$ cat src/logic/bp_ctrl_pkg.sv
// control types for the training sequencer
package bp_ctrl_pkg;

    // layer tag carried with every output row
    typedef logic [31:0] layer_t;

    // row index or sample index
    typedef logic [31:0] row_t;

    // phase of the training control
    // idle: nothing presented
    // store: sample rows being written
    // update: gradient rows being read out
    typedef enum logic [1:0] {
        PH_IDLE   = 2'd0,
        PH_STORE  = 2'd1,
        PH_UPDATE = 2'd2
    } phase_t;

endpackage

$ cat src/logic/fxp_pkg.sv
// signed q8.8 arithmetic shared by every stage
package fxp_pkg;

    // fraction bits of the q8.8 format
    localparam int FRAC_BITS = 8;

    // one signed q8.8 value
    typedef logic signed [15:0] data_t;

    // full signed product, realigned to q8.8
    // upper bits dropped, no saturation
    function automatic data_t fxp_mult(
        input data_t a,
        input data_t b
    );
        logic signed [31:0] prod;
        logic signed [31:0] shifted;
        prod    = a * b;
        // arithmetic shift keeps the sign of the product
        shifted = prod >>> FRAC_BITS;
        return shifted[15:0];
    endfunction

    // plain 16 bit add, wraps on overflow
    function automatic data_t fxp_add(
        input data_t a,
        input data_t b
    );
        data_t sum;
        sum = a + b;
        return sum;
    endfunction

endpackage

$ cat src/logic/weight_update_scale.sv
`timescale 1ns/10ps

module weight_update_scale
    import fxp_pkg::*;
    import bp_ctrl_pkg::*;
#(
    parameter int SIZE = 3
) (
    input  logic             clk,
    input  logic             reset_i,
    input  logic             valid_i,
    input  row_t             row_i,
    input  data_t            lr_i,
    input  data_t [SIZE-1:0] sum_i,
    output logic             is_update_weight_o,
    output row_t             update_weight_row_o,
    output data_t [SIZE-1:0] update_weight_value_o
);

    data_t [SIZE-1:0] scaled;

    // every lane times the rate sampled with this row
    always_comb begin
        for (int c = 0; c < SIZE; c++) begin
            scaled[c] = fxp_mult(sum_i[c], lr_i);
        end
    end

    // strobe is one cycle per row, never held
    always_ff @(posedge clk) begin
        if (reset_i) begin
            is_update_weight_o <= 1'b0;
        end else begin
            is_update_weight_o <= valid_i;
        end
    end

    // output payload
    always_ff @(posedge clk) begin
        if (valid_i) begin
            update_weight_row_o   <= row_i;
            update_weight_value_o <= scaled;
        end
    end

endmodule

$ cat config.mk
export PLATFORM = sky130hd
export DESIGN_NAME = weight_update_scale
export DESIGN_NICKNAME = d
export VERILOG_FILES = /design/src/logic/bp_ctrl_pkg.sv /design/src/logic/fxp_pkg.sv /design/src/logic/weight_update_scale.sv
export SDC_FILE = /design/constraint.sdc
export NUM_CORES = 2
export LEC_CHECK = 0
export BUFFER_PORTS_ARGS = -buffer_cell sky130_fd_sc_hd__buf_4
export CELL_PAD_IN_SITES_DETAIL_PLACEMENT = 1
export CELL_PAD_IN_SITES_GLOBAL_PLACEMENT = 1
export CORE_ASPECT_RATIO = 2
export CORE_MARGIN = 10
export CORE_UTILIZATION = 50
export CTS_BUF_LIST = sky130_fd_sc_hd__clkbuf_8 sky130_fd_sc_hd__clkbuf_16
export DETAILED_ROUTE_END_ITERATION = 12
export HOLD_SLACK_MARGIN = 0.12
export PLACE_DENSITY_LB_ADDON = 0.1
export SLEW_MARGIN = 10
export SYNTH_ARGS = -nofsm -noshare
export SYNTH_HDL_FRONTEND = slang
export SYNTH_SLANG_ARGS = --single-unit
$ cat constraint.sdc
create_clock -name clk -period 11.9 [get_ports clk]
set_input_delay 1.785 -clock clk [delete_from_list [all_inputs] [get_ports clk]]
set_output_delay 1.785 -clock clk [all_outputs]
set_load 0.03 [all_outputs]
==> impl_metrics.py <==
metrics = {
    "global_routing": {
        "grt.overflow.total": 0,
        "maximum_number_of_pins_on_one_net_before_global_route_repair": 55,
        "global_route.usage.total_pct": 25.7,
        "antenna_found_initial": 1,
        "first_global_vias": 21954,
        "first_pass_grt_wire_length_um": 115000,
    },
    "routing": {
        "drtAntennaViolNets": 0,
        "drcViolationCount": 0,
        "num_vias": 17867,
        "route.detailed.vias_per_inst": 5.31,
        "drt_initial_violations": 747,
        "drt-pass1-iter-count": 5,
        "average_wire_per_cell_in_the_routed_design_um": 21.6,
        "drt_wl_total_um": 72500,
    },
    "timing": {
        "finalMaxSlewViolations": 0,
        "slew_headroom_pct": 31.0,
        "shortest_period_the_worst_path_allows_ps": 8030,
        "finalSetupViolCount": 0,
        "rsz0062_at_grt": "false",
        "fin_tns_setup_ps": 0,
        "fin_crit_sh_pct": 67.5,
        "worst_slew_pin_slew_ps": 1030,
        "maxClockFrequency_ghz": 0.125,
        "hold_violations": 0,
    },
    "setup_path": {
        "worst-path-max-fanout": 19,
        "cp.arrival_ps": 8180,
        "timing.critical_path.to_type": "flop",
        "setup.worst_path.start": "lr_i[15]",
        "crit_required_ps": 12050,
        "cp-endpoint": "update_weight_value_o[15]",
        "worstSetupPathType": "in -> reg",
        "startpoint_type_of_the_worst_setup_path": "input pin",
    },
    "hold_path": {
        "timing.hold.worst.start": "reset_i",
        "min-delay-path-class": "in -> reg",
    },
    "synth": {
        "synth_edf_count": 80,
        "async_flop_share_pct": 0,
        "netlist_top_cells_area": "fa_1 (45%), inv_1 (11%), ha_1 (11%)",
        "synthesis.yosys.warnings": 0,
        "synthesis.area_um2": 24700,
        "share_of_the_synthesized_area_in_the_top_cell_type_pct": 45.3,
        "yosys.cell_types.count": 54,
        "synth_commonest_cells": "inv_1 (712), fa_1 (558), nand2_1 (357)",
        "yosysSeqAreaShare_pct": 9.82,
        "post_synth.cell_area_avg_um2": 9.35,
        "ys_ff_latch": 81,
        "postSynthCellCount": 2636,
        "area_leader_netlist": "fa_1",
        "mappedNetlistNets": 3503,
        "synth_most_common_cell": "inv_1",
        "synth_flop_cell": "edfxtp_1",
    },
    "status": {
        "run_status": "completed",
    },
    "final_layout": {
        "register_area_um2": 2420,
        "filler_cell_count": 5664,
        "nets": 3578,
        "multi_input_area_um2": 19100,
        "area.growth.synth_to_final_pct": 8.41,
        "final_layout_size_suffix_gt1_share_pct": 7.58,
    },
    "place": {
        "place_congestion": 0.866,
        "buffer_ports.inserted": 179,
        "sum_of_net_half_perimeters_after_detailed_placement_um": 57600,
    },
    "cts": {
        "total_cts_buffers": 9,
        "tritoncts": "yes",
        "cts_resized": 0,
        "htree_levels": 3,
        "post-cts-setup-buffer-count": 0,
        "path_clk_slew_ps": 80,
        "cts_num_sinks": 81,
        "root_buffer": "clkbuf_16",
        "cts.path.max_buffers": 2,
        "postCtsHoldBufs": 0,
    },
    "die": {
        "initial_core_util_pct": 50.3,
        "floorplan.die_area_um2": 59100,
        "std_cell_rows": 115,
        "floorplan.io_pins": 180,
        "floorplan.die.height_um": 334,
        "die_width_um": 177,
        "design.core.area_um2": 49100,
    },
    "run": {
        "maxCapViolCount": 0,
    },
}
sequential cells by signal (all words and copies together), names as in the netlist:
register and cells:
is_update_weight_o 1, update_weight_row_o 32, update_weight_value_o 48
metal layers:
layer / wire length [um] / share of wire (%) / global-route usage (%)
met2: 42000 / 58 / 50.3
met5: 0 / 0 / 0
met3: 2770 / 3.8 / 3.13
met1: 23300 / 32 / 24.4
met4: 4500 / 6.2 / 15.1
cell usage in the layout (no fill, tap or decap), types with 3 or more instances in the layout:
| master | n |
|---|---|
| o21ai_0 | 11 |
| and3_1 | 5 |
| a21oi_1 | 22 |
| nor2b_1 | 6 |
| nand4_1 | 5 |
| a21o_1 | 9 |
| nor3_1 | 9 |
| inv_1 | 713 |
| nand2_1 | 357 |
| fa_1 | 558 |
| nand2b_1 | 17 |
| o21a_1 | 8 |
| bufinv_16 | 3 |
| ha_1 | 210 |
| buf_4 | 181 |
| o21bai_1 | 4 |
| xor2_1 | 24 |
| a211oi_2 | 3 |
| clkbuf_16 | 9 |
| and2_1 | 308 |
| xnor2_1 | 82 |
| diode_2 | 3 |
| edfxtp_1 | 80 |
| nor2_1 | 41 |
| nand3_1 | 9 |
worst min-delay path by stage:
stage | slack (ps) | to | cells after the start
detailed placement | 1950 | is_update_weight_o | 2
finish | 1560 | is_update_weight_o | 2
floorplan | 1860 | is_update_weight_o | 1
global route | 1550 | is_update_weight_o | 2
CTS | 1540 | is_update_weight_o | 2
global placement | 1950 | is_update_weight_o | 2
critical path, stage by stage:
cell	delay (ps)
buf_4	220
clkinv_1	860
nor2_1	390
fa_1	490
fa_1	470
fa_1	570
fa_1	450
fa_1	490
inv_1	50
fa_1	470
inv_1	40
ha_1	180
or3_1	410
nand2b_1	170
o31ai_1	300
o21ai_1	190
a211oi_2	320
o21bai_1	120
a22o_1	180
cell families after synthesis:
kind of cell / Yosys count / share of synthesized area [%]
buffers and inverters: 830 / 12.6
AOI/OAI and AO/OA: 84 / 2.44
DFF: 81 / 9.82
xor gates and xnor gates: 106 / 3.76
and+or+nand+nor: 767 / 15.4
adders and majority gates: 768 / 56.0
final cells by class:
type	count	share of cell area, %
well taps	643	3.01
multi-input cells	1725	71.5
clock inverters	7	0.445
diodes	3	0.0281
repair buffers	181	5.08
clock buffers	9	0.842
inverters	713	10.0
flip-flops and latches	81	9.06
per-stage QoR:
stage	hold slack, ps	setup WS [ps]	util, %	std cells	cell area (um2)
2_1_floorplan	1860	4240	-	2636	24700
3_3_place_gp	1950	3620	53.8	3343	26400
3_5_place_dp	1950	3500	53.8	3343	26400
4_1_cts	1540	3910	54.5	3359	26700
5_1_grt	1550	3650	54.5	3360	26700
6_report	1560	3870	54.5	3362	26700
Power is left out: the tool's default activity adds up to more than one toggle a clock period on the data nets, which glitch-free logic cannot reach.
