**src/logic/bp_ctrl_pkg.sv**
```systemverilog
// control types for the training sequencer
package bp_ctrl_pkg;

    // layer tag carried with every output row
    typedef logic [31:0] layer_t;

    // row index or sample index
    typedef logic [31:0] row_t;

    // phase of the training control
    // idle: nothing presented
    // store: sample rows being written
    // update: gradient rows being read out
    typedef enum logic [1:0] {
        PH_IDLE   = 2'd0,
        PH_STORE  = 2'd1,
        PH_UPDATE = 2'd2
    } phase_t;

endpackage

```
**src/logic/fxp_pkg.sv**
```systemverilog
// signed q8.8 arithmetic shared by every stage
package fxp_pkg;

    // fraction bits of the q8.8 format
    localparam int FRAC_BITS = 8;

    // one signed q8.8 value
    typedef logic signed [15:0] data_t;

    // full signed product, realigned to q8.8
    // upper bits dropped, no saturation
    function automatic data_t fxp_mult(
        input data_t a,
        input data_t b
    );
        logic signed [31:0] prod;
        logic signed [31:0] shifted;
        prod    = a * b;
        // arithmetic shift keeps the sign of the product
        shifted = prod >>> FRAC_BITS;
        return shifted[15:0];
    endfunction

    // plain 16 bit add, wraps on overflow
    function automatic data_t fxp_add(
        input data_t a,
        input data_t b
    );
        data_t sum;
        sum = a + b;
        return sum;
    endfunction

endpackage

```
**src/logic/backprop_decode.sv**
```systemverilog
`timescale 1ns/10ps

module backprop_decode
    import fxp_pkg::*;
    import bp_ctrl_pkg::*;
#(
    parameter int SIZE = 3
) (
    input  logic   clk,
    input  logic   reset_i,
    input  logic   active_train_i,
    input  logic   read_update_data_i,
    input  layer_t current_input_layer_i,
    input  data_t  learning_rate_i,
    output logic   store_en_o,
    output logic   upd_valid_o,
    output row_t   upd_row_o,
    output data_t  upd_lr_o,
    output layer_t layer_o
);

    phase_t phase_d;
    phase_t phase_q;
    row_t   count_q;
    row_t   row_sel;
    row_t   row_next;
    layer_t layer_q;

    // phase follows the two levels
    // a read cycle never stores, even with training active
    always_comb begin
        if (read_update_data_i) begin
            phase_d = PH_UPDATE;
        end else if (active_train_i) begin
            phase_d = PH_STORE;
        end else begin
            phase_d = PH_IDLE;
        end
    end

    // store strobe in the same cycle, write happens downstream at the edge
    assign store_en_o = (phase_d == PH_STORE);

    // first cycle of a burst issues row 0
    assign row_sel = (phase_q == PH_UPDATE) ? count_q : '0;

    // next row, wraps mod SIZE
    assign row_next = (row_sel == row_t'(SIZE - 1)) ? '0 : row_sel + row_t'(1);

    always_ff @(posedge clk) begin
        if (reset_i) begin
            phase_q     <= PH_IDLE;
            count_q     <= '0;
            layer_q     <= '0;
            upd_valid_o <= 1'b0;
        end else begin
            phase_q     <= phase_d;
            upd_valid_o <= (phase_d == PH_UPDATE);
            // counter only advances while reading
            // restart after the level drops comes from phase_q
            if (phase_d == PH_UPDATE) begin
                count_q <= row_next;
            end
            // layer of the latest store, kept for the whole update burst
            if (store_en_o) begin
                layer_q <= current_input_layer_i;
            end
        end
    end

    // row index and rate travel together down the pipe
    always_ff @(posedge clk) begin
        if (phase_d == PH_UPDATE) begin
            upd_row_o <= row_sel;
            upd_lr_o  <= learning_rate_i;
        end
    end

    assign layer_o = layer_q;

endmodule

```
**config.mk**
```make
export PLATFORM = sky130hd
export DESIGN_NAME = backprop_decode
export DESIGN_NICKNAME = d
export VERILOG_FILES = /design/src/logic/bp_ctrl_pkg.sv /design/src/logic/fxp_pkg.sv /design/src/logic/backprop_decode.sv
export SDC_FILE = /design/constraint.sdc
export NUM_CORES = 1
export LEC_CHECK = 0
export BUFFER_PORTS_ARGS = -buffer_cell sky130_fd_sc_hd__buf_2
export CAP_MARGIN = 0
export CORE_MARGIN = 4
export CORE_UTILIZATION = 40
export CTS_CLUSTER_SIZE = 24
export DETAILED_ROUTE_END_ITERATION = 7
export GPL_TIMING_DRIVEN = 0
export PLACE_DENSITY = 0.73
export SLEW_MARGIN = 20
export SYNTH_ARGS = -nofsm -noshare
export SYNTH_HDL_FRONTEND = slang
export SYNTH_SLANG_ARGS = --single-unit
```
**constraint.sdc**
```tcl
create_clock -name clk -period 5.95 [get_ports clk]
set_clock_uncertainty 0.2 [all_clocks]
set_input_delay 0.8925 -clock clk [delete_from_list [all_inputs] [get_ports clk]]
set_output_delay 0.8925 -clock clk [all_outputs]
set_load 0.02 [all_outputs]
```
==> results.json <==
{
  "finalHoldViolations": 0,
  "power_leakage_nw": 2.58,
  "area_delta_synth_final_pct": 31.8,
  "fin_crit_sh": 0.653,
  "status": "finished, final reports clean",
  "ir_drop_v": 0.000229,
  "dieWidth_um": 116,
  "ctsHtreeMaxLevel": 4,
  "reg2regPathDepth": 12,
  "cp_cell_sequence": "nor2b_1 > buf_2 > clkbuf_1 > clkbuf_1 > and2_1 > ha_1 > nor4b_1 > nand4_1 > o21ai_1 > a21oi_1 > nand2_1 > o21ai_0",
  "setup-tns-final_ns": 0,
  "finalSetupViolations": 0,
  "grt_max_degree": 31,
  "reg2reg_slack_ns": 2.06,
  "firstDrtPassIters": 4,
  "detail-route-antenna-nets": 0,
  "hp-class": "flip-flop to flip-flop",
  "synth_cells": 468,
  "globalplace.congestion": 0.912,
  "syn_area_per_cell_sq_um": 9.94,
  "critPathMaxFanout": 10,
  "synth.top_cell.area_share": 0.310,
  "antenna_cells": 0,
  "drive_above_1_share": 0.283,
  "rsz0062_at_grt": "no",
  "slew_violations": 0,
  "drc": 0,
  "final_area_sq_um": 6130,
  "wl_met2_mm": 5.38,
  "die_y_um": 116,
  "crit_cells": 12,
  "clock_sinks": 115,
  "cts_resized": 0,
  "overflow": 0,
  "vias": 4067,
  "num_rows": 39,
  "worst_path_largest_cell_delay_ns": 0.45,
  "synth_edf_count": 48,
  "routed_wl_mm": 11.6,
  "fin_nets": 674,
  "antenna_found_initial": 0,
  "post_dp_cell_area_sq_um": 5510,
  "post_synth_num_cell_types": 52,
  "drt_iter0_markers": 275,
  "crit_path_start_kind": "flip-flop",
  "clkSlewWorstSetupHoldPaths_ns": 0.05,
  "post_cts_buffers": 0,
  "relSlewSlack": 0.486,
  "grt_usage": 0.183,
  "p_per_area_nw_per_um2": 333,
  "met1_length_mm": 4.86,
  "cap_violations": 0,
  "cts_made_buffers": 17,
  "async_flop_share": 0,
  "crit_type": "flip-flop to flip-flop",
  "min_period_ns": 3.89,
  "fmax_mhz": 257,
  "ys.flop_type": "dfxtp_1",
  "tightest_slew_ns": 0.770,
  "cp_common_cell": "clkbuf_1",
  "worstPathArrival_ns": 3.96,
  "core_sq_um": 11400,
  "cp_top_family": "simple AND/OR/NAND/NOR gates",
  "synth_fp_nets": 522,
  "dieArea_sq_um": 13400,
  "synth_area_leaders": "edfxtp_1 (31%), dfxtp_1 (29%), nand2_1 (7.8%)",
  "cp_slowest_cell": "clkbuf_1",
  "avgViaCountPerCell": 5.24,
  "cts_buffer_depth": 2,
  "highest-signal-layer": "met4",
  "cts_root_buf": "clkbuf_16",
  "routedWlPerCell_um": 15.0,
  "portBuffers": 132,
  "grt_pass1_vias": 3974,
  "ys_ff_latch": 115,
  "grt_pass1_wl_mm": 19.1,
  "crit_buf_inv": 3,
  "hpwl_mm": 8.52,
  "synth_top_cell_by_area": "edfxtp_1",
  "critPathCaptureType": "flip-flop",
  "dr_wl_met3_mm": 1.20,
  "holdBufCountCts": 0,
  "yosysWarnings": 0,
  "crit_required_ns": 6.02,
  "initial_core_util": 0.408,
  "syn_area_sq_um": 4650,
  "yosysSeqAreaShare": 0.598,
  "clk_latency_ns": 0.41,
  "hold_path_depth": 2,
  "tritoncts": "yes",
  "io_pins": 134,
  "fillers": 1024
}
==> layer usage <==
metal / up-vias / GRT usage
met1: 1881 / 0.218
li1: 1984 / -
met2: 187 / 0.297
met5: - / 0
met4: 0 / 0.0812
met3: 15 / 0.0648
==> where the power goes <==
part	leakage, nW	internal, mW	switching, mW
combinational	1.23	0.0431	0.0910
clock	0.306	0.715	0.333
sequential	1.04	0.849	0.0101
==> cell usage in the layout, fill, tap and decap left out, types with 9 or more instances in the layout <==
cell type,count
clkbuf_16,17
nand4_1,9
o21ai_0,18
nand2_1,97
nand3_1,18
clkbuf_1,18
buf_2,135
a21oi_1,48
dfxtp_1,67
nor4_1,9
nor2_1,23
edfxtp_1,48
and2_1,26
==> registers in the layout (all words and copies together) (netlist names) <==
| register | flops |
|---|---|
| phase_q | 2 |
| layer_o | 32 |
| count_q | 32 |
| upd_lr_o | 16 |
| upd_row_o | 32 |
| upd_valid_o | 1 |
==> cell families after synthesis <==
logic type,share of synthesized area
AND/OR/NAND/NOR,0.250
adder cells (fa/ha/maj),0.00538
AO/OA/AOI/OAI,0.112
XOR/XNOR,0.00753
buffers and inverters,0.0277
flip-flops,0.598
==> cells in the mapped netlist, types with 6 or more instances <==
cell	number
nor2_1	23
clkbuf_1	18
o21ai_0	18
a21oi_1	48
nor3_1	8
nand2_1	97
edfxtp_1	48
nand3_1	18
nand4_1	9
nor4_1	9
inv_1	8
and3_1	6
and2_1	26
dfxtp_1	67
==> worst register-to-register path: cells and delay by family (launching register included) <==
family	cells	cell delay (ns)
buf+inv	3	0.99
flops	1	0.37
fa+ha+maj	1	0.24
compound gates	3	0.93
simple gates	5	1.03
==> path summary, 6_finish.rpt <==
path,startpoint,end
setup / recovery,phase_q[1]$_SDFF_PP0_,count_q[19]$_SDFFE_PP0P_
hold / removal,layer_o[30]$_SDFFE_PP0P_,layer_o[30]$_SDFFE_PP0P_
setup reg to reg,phase_q[1]$_SDFF_PP0_,count_q[19]$_SDFFE_PP0P_
hold reg to reg,layer_o[30]$_SDFFE_PP0P_,layer_o[30]$_SDFFE_PP0P_
==> stage by stage <==
stage / hold slack [ns] / utilization / power, mW / cells / setup WS [ns]
4_1_cts: 0.256 / 0.537 / 2.07 / 776 / 2.02
3_3_place_gp: 0.240 / 0.481 / 1.01 / 743 / 2.10
3_5_place_dp: 0.248 / 0.483 / 1.01 / 744 / 2.09
6_report: 0.250 / 0.537 / 2.04 / 776 / 2.06
5_1_grt: 0.268 / 0.537 / 2.12 / 776 / 1.65
2_1_floorplan: 0.258 / - / 0.951 / 468 / 3.03
==> final cells by class <==
type                            count  area [sq um]  share of cell area
Sequential cell                   115          2780               0.454
Multi-Input combinational cell    320          1740               0.284
Timing Repair Buffer              133           681               0.111
Clock buffer                       20           457              0.0745
Tap cell                          143           179              0.0292
Clock inverter                     12           160              0.0261
Buffer                             25           100              0.0163
Inverter                            8          30.0             0.00490
Note: power is estimated with default switching activity, not from simulation.
