**src/logic/bp_ctrl_pkg.sv**
```systemverilog
// control types for the training sequencer
package bp_ctrl_pkg;

    // layer tag carried with every output row
    typedef logic [31:0] layer_t;

    // row index or sample index
    typedef logic [31:0] row_t;

    // phase of the training control
    // idle: nothing presented
    // store: sample rows being written
    // update: gradient rows being read out
    typedef enum logic [1:0] {
        PH_IDLE   = 2'd0,
        PH_STORE  = 2'd1,
        PH_UPDATE = 2'd2
    } phase_t;

endpackage

```
**src/logic/fxp_pkg.sv**
```systemverilog
// signed q8.8 arithmetic shared by every stage
package fxp_pkg;

    // fraction bits of the q8.8 format
    localparam int FRAC_BITS = 8;

    // one signed q8.8 value
    typedef logic signed [15:0] data_t;

    // full signed product, realigned to q8.8
    // upper bits dropped, no saturation
    function automatic data_t fxp_mult(
        input data_t a,
        input data_t b
    );
        logic signed [31:0] prod;
        logic signed [31:0] shifted;
        prod    = a * b;
        // arithmetic shift keeps the sign of the product
        shifted = prod >>> FRAC_BITS;
        return shifted[15:0];
    endfunction

    // plain 16 bit add, wraps on overflow
    function automatic data_t fxp_add(
        input data_t a,
        input data_t b
    );
        data_t sum;
        sum = a + b;
        return sum;
    endfunction

endpackage

```
**src/logic/sample_store.sv**
```systemverilog
`timescale 1ns/10ps

module sample_store
    import fxp_pkg::*;
    import bp_ctrl_pkg::*;
#(
    parameter int SIZE = 3
) (
    input  logic                        clk,
    input  logic                        reset_i,
    input  logic                        store_en_i,
    input  row_t                        current_input_row_i,
    input  data_t [SIZE-1:0]            diff_start_i,
    input  data_t [SIZE-1:0]            diff_act_i,
    input  data_t [SIZE-1:0]            diff_cost_i,
    // indexed [sample][lane]
    output data_t [SIZE-1:0][SIZE-1:0]  delta_o,
    output data_t [SIZE-1:0][SIZE-1:0]  start_o
);

    data_t [SIZE-1:0] delta_in;
    logic             row_ok;

    // error term per lane: cost derivative times activation derivative
    always_comb begin
        for (int c = 0; c < SIZE; c++) begin
            delta_in[c] = fxp_mult(diff_cost_i[c], diff_act_i[c]);
        end
    end

    // rows past the batch depth are dropped
    assign row_ok = store_en_i && (current_input_row_i < row_t'(SIZE));

    // one sample per row
    // readers see the new row in the cycle after the write edge
    always_ff @(posedge clk) begin
        if (reset_i) begin
            delta_o <= '0;
            start_o <= '0;
        end else if (row_ok) begin
            for (int r = 0; r < SIZE; r++) begin
                if (current_input_row_i == row_t'(r)) begin
                    delta_o[r] <= delta_in;
                    // activation vector kept as given
                    start_o[r] <= diff_start_i;
                end
            end
        end
    end

endmodule

```
**config.mk**
```make
export PLATFORM = sky130hd
export DESIGN_NAME = sample_store
export DESIGN_NICKNAME = d
export VERILOG_FILES = /design/src/logic/bp_ctrl_pkg.sv /design/src/logic/fxp_pkg.sv /design/src/logic/sample_store.sv
export SDC_FILE = /design/constraint.sdc
export NUM_CORES = 2
export LEC_CHECK = 0
export BUFFER_PORTS_ARGS = -buffer_cell sky130_fd_sc_hd__buf_2
export CORE_ASPECT_RATIO = 1.4
export CORE_MARGIN = 8
export CORE_UTILIZATION = 60
export CTS_BUF_LIST = sky130_fd_sc_hd__clkbuf_2 sky130_fd_sc_hd__clkbuf_4 sky130_fd_sc_hd__clkbuf_8
export DETAILED_ROUTE_END_ITERATION = 7
export PLACE_DENSITY = 0.94
export SLEW_MARGIN = 20
export SYNTH_ARGS = -nofsm -noshare
export SYNTH_HDL_FRONTEND = slang
export SYNTH_SLANG_ARGS = --single-unit
```
**constraint.sdc**
```tcl
create_clock -name clk -period 9.89 [get_ports clk]
set_clock_uncertainty 0.2 [all_clocks]
set_input_delay 1.4835 -clock clk [delete_from_list [all_inputs] [get_ports clk]]
set_output_delay 1.4835 -clock clk [all_outputs]
set_load 0.05 [all_outputs]
```
==> impl_metrics.env <==
export IMPL_synth_cells=3795
export IMPL_ys_flop_type="dfxtp_1"
export IMPL_synth_most_common_cell="nand2_1"
export IMPL_wl_um=100200
export IMPL_seqPwrFrac_pct=8.7
export IMPL_finalCritPeriodShare_pct=75.32
export IMPL_clockBufferDepth=3
export IMPL_place_area_sq_mm=0.03485
export IMPL_period_needed_ns=7.449
export IMPL_required_ns=10.25
export IMPL_met1_usage_pct=34.83
export IMPL_avgSynthCellArea_sq_um=8.489
export IMPL_drv_cap=0
export IMPL_cts_resized=0
export IMPL_cts_tree="done"
export IMPL_reg2reg_depth=2
export IMPL_fin_ws_ns=2.441
export IMPL_multi_input_area_sq_mm=0.02299
export IMPL_path_class="in -> reg"
export IMPL_first_pass_iters=6
export IMPL_drive_gt1_share_pct=13.85
export IMPL_wire_per_inst_um=20.52
export IMPL_p_switching_mw=7.520
export IMPL_grt_max_degree=137
export IMPL_die_area_sq_mm=0.06147
export IMPL_synth_distinct_cells=51
export IMPL_io_pins=467
export IMPL_cp_data_arrival_time_ns=7.81
export IMPL_postLayoutCellArea_sq_mm=0.03590
export IMPL_worst_slew_pin_slew_ns=0.9657
export IMPL_die_w_um=211.8
export IMPL_vdd_ir_drop_max_mv=0.7013
export IMPL_cts_setup_buffers=0
export IMPL_grt_overflow=0
export IMPL_grt_total_usage_pct=32.79
export IMPL_routabilityCongestion=0.9630
export IMPL_worstHoldEndpoint="delta_o[106]"
export IMPL_synth_nets=4742
export IMPL_combPwrFrac_pct=82.7
export IMPL_die_y_um=290.2
export IMPL_yosys_area_top_type="fa_1"
export IMPL_drt_iter0_drc=2483
export IMPL_fmax_mhz=134.3
export IMPL_grt_pass1_wl_um=158100
export IMPL_slew_violations=0
export IMPL_synth_commonest_cells="nand2_1 (759), inv_1 (739), fa_1 (558)"
export IMPL_seq_area_frac_synth_pct=17.90
export IMPL_synthArstFlopShare_pct=0
export IMPL_hold_class="reg -> reg"
export IMPL_power_density_mw_per_mm2=371.6
export IMPL_cts_buffers=46
export IMPL_whs_path_depth=2
export IMPL_r2r_start="delta_o[127]"
export IMPL_fillers=3750
export IMPL_antenna_found_initial=5
export IMPL_status="completed"
export IMPL_register_area_sq_mm=0.005766
export IMPL_drtAntennaViolNets=0
export IMPL_r2r_slack_ns=8.70
export IMPL_finish_utilization_pct=67.51
export IMPL_via_count=27930
export IMPL_global_route_usage_met2_pct=55.59
export IMPL_synthTopCellsByArea="fa_1 (35%), dfxtp_1 (18%), nand2_1 (8.8%)"
export IMPL_top_usage_layer="met2"
export IMPL_hold_viol=0
export IMPL_start_util_pct=60.58
export IMPL_synth_edf_count=0
export IMPL_grt_pass1_vias=30330
export IMPL_clockPowerShare_pct=8.6
export IMPL_dp_hpwl_um=76440
export IMPL_endpoint_kind="register"
export IMPL_ys_ff_latch=288
export IMPL_rsz0062_at_grt="false"
export IMPL_tns_ns=0
export IMPL_vias_per_cell=5.718
export IMPL_reg2reg_to="delta_o[127]"
export IMPL_syn_area_sq_mm=0.03222
export IMPL_cts_sinks=288
export IMPL_start_kind="input pin"
export IMPL_yosysWarningCount=0
export IMPL_setup_violations_final=0
export IMPL_p_int_mw=5.822
export IMPL_clk_latency_ns=0.62
export IMPL_cts_root_buf="clkbuf_8"
export IMPL_clkSlewWorstSetupHoldPaths_ns=0.07
export IMPL_p_leak_nw=17.91
export IMPL_fp_coreArea_sq_mm=0.05318
export IMPL_place_ws_ns=1.980
export IMPL_critPathMaxFanout=17
export IMPL_cts_htree_levels=2
export IMPL_gr_usage_met3_pct=6.852
export IMPL_io_buffers=466
export IMPL_drcViolationCount=0
export IMPL_min_from="delta_o[106]"
export IMPL_area_delta_synth_final_pct=11.44
export IMPL_switching_share_pct=56.36
export IMPL_rows=100
export IMPL_slew_headroom_pct=35.15
export IMPL_yosysTopAreaCellShare_pct=34.67
export IMPL_hold_buffers=0
export IMPL_nNetsFinal=5076
layer usage:
layer	vias to the layer above	share of wire (%)
li1	11960	-
met1	13460	32
met2	1837	49
met3	670	9.3
met4	0	9.6
met5	-	0
cells by family (layout without fill, tap and decap cells):
| kind of cell | count (synthesis) | in the layout | synth area share, % |
|---|---|---|---|
| other | 0 | 3 | 0 |
| flip-flops | 288 | 288 | 17.90 |
| AND/OR/NAND/NOR | 1334 | 1334 | 19.14 |
| buffers and inverters | 930 | 1302 | 10.84 |
| AO/OA/AOI/OAI | 369 | 369 | 6.412 |
| XOR/XNOR | 106 | 106 | 2.882 |
| adder cells (fa/ha/maj) | 768 | 768 | 42.83 |
power by group through the flow:
| stage | registers [mW] | logic, mW | clock network [mW] |
|---|---|---|---|
| 2_1_floorplan | 1.19 | 7.65 | 0 |
| 3_3_place_gp | 1.19 | 10.3 | 0 |
| 3_5_place_dp | 1.19 | 10.7 | 0 |
| 4_1_cts | 1.16 | 10.9 | 1.16 |
| 5_1_grt | 1.16 | 12.2 | 1.21 |
| 6_report | 1.16 | 11.0 | 1.14 |
flip-flops by register name, summed over array words and instances (netlist names):
signal and count:
delta_o 144, start_o 144
worst max path at each step:
stage	from	endpoint	cells past startpoint
after global routing	diff_act_i[7]	delta_o[111]	22
after floorplan	diff_act_i[7]	delta_o[111]	23
after detailed placement	diff_act_i[1]	delta_o[9]	21
after CTS	diff_act_i[7]	delta_o[111]	22
final	diff_act_i[7]	delta_o[111]	22
after global placement	diff_cost_i[23]	delta_o[127]	21
area by class of cell:
type / instances / share of cell area, %
clock buffer: 67 / 2.394
antenna: 3 / 0.02091
sequential: 288 / 16.06
clock inverter: 19 / 0.5053
tap: 714 / 2.488
multi-input combinational: 2577 / 64.05
inverter: 739 / 7.727
timing repair buffer: 477 / 6.754
placed cells by master, fill, tap and decap left out, types with 4 or more instances in the layout:
cell,count
nor2b_1,4
and3_1,5
nand4_1,7
buf_2,465
clkinvlp_4,6
inv_1,739
nand3_1,14
o21a_1,9
clkbuf_8,57
a211o_1,5
o21ai_0,22
a211oi_1,11
nor3b_1,7
nand2_1,758
nand2b_1,17
a21oi_1,278
nor4_1,13
xor2_1,28
buf_4,11
clkinv_2,8
o21bai_1,5
nand3b_1,22
and2_1,338
nor3_1,9
xnor2_1,78
dfxtp_1,288
fa_1,558
a21o_1,13
ha_1,210
nor2_1,122
clkbuf_4,10
worst max-delay path: stages:
cell and delay [ns]:
buf_2 0.38, nand2_1 0.15, fa_1 0.57, inv_1 0.06, fa_1 0.51, inv_1 0.06, fa_1 0.54, inv_1 0.06
fa_1 0.46, fa_1 0.50, inv_1 0.05, fa_1 0.47, inv_1 0.04, ha_1 0.35, and3_1 0.23, and3_1 0.17
nand3_1 0.10, a311oi_1 0.75, nand4_1 0.16, and4b_1 0.27, or3_1 0.37, nand3_1 0.07
metrics by stage:
step	hold slack [ns]	instances	power [mW]
5_1_grt	0.2608	4884	14.55
3_3_place_gp	0.2346	4795	11.44
4_1_cts	0.2488	4881	13.20
3_5_place_dp	0.2400	4795	11.89
6_report	0.2459	4884	13.34
2_1_floorplan	0.4710	3795	8.835
Power figures use the tool's default switching activity.
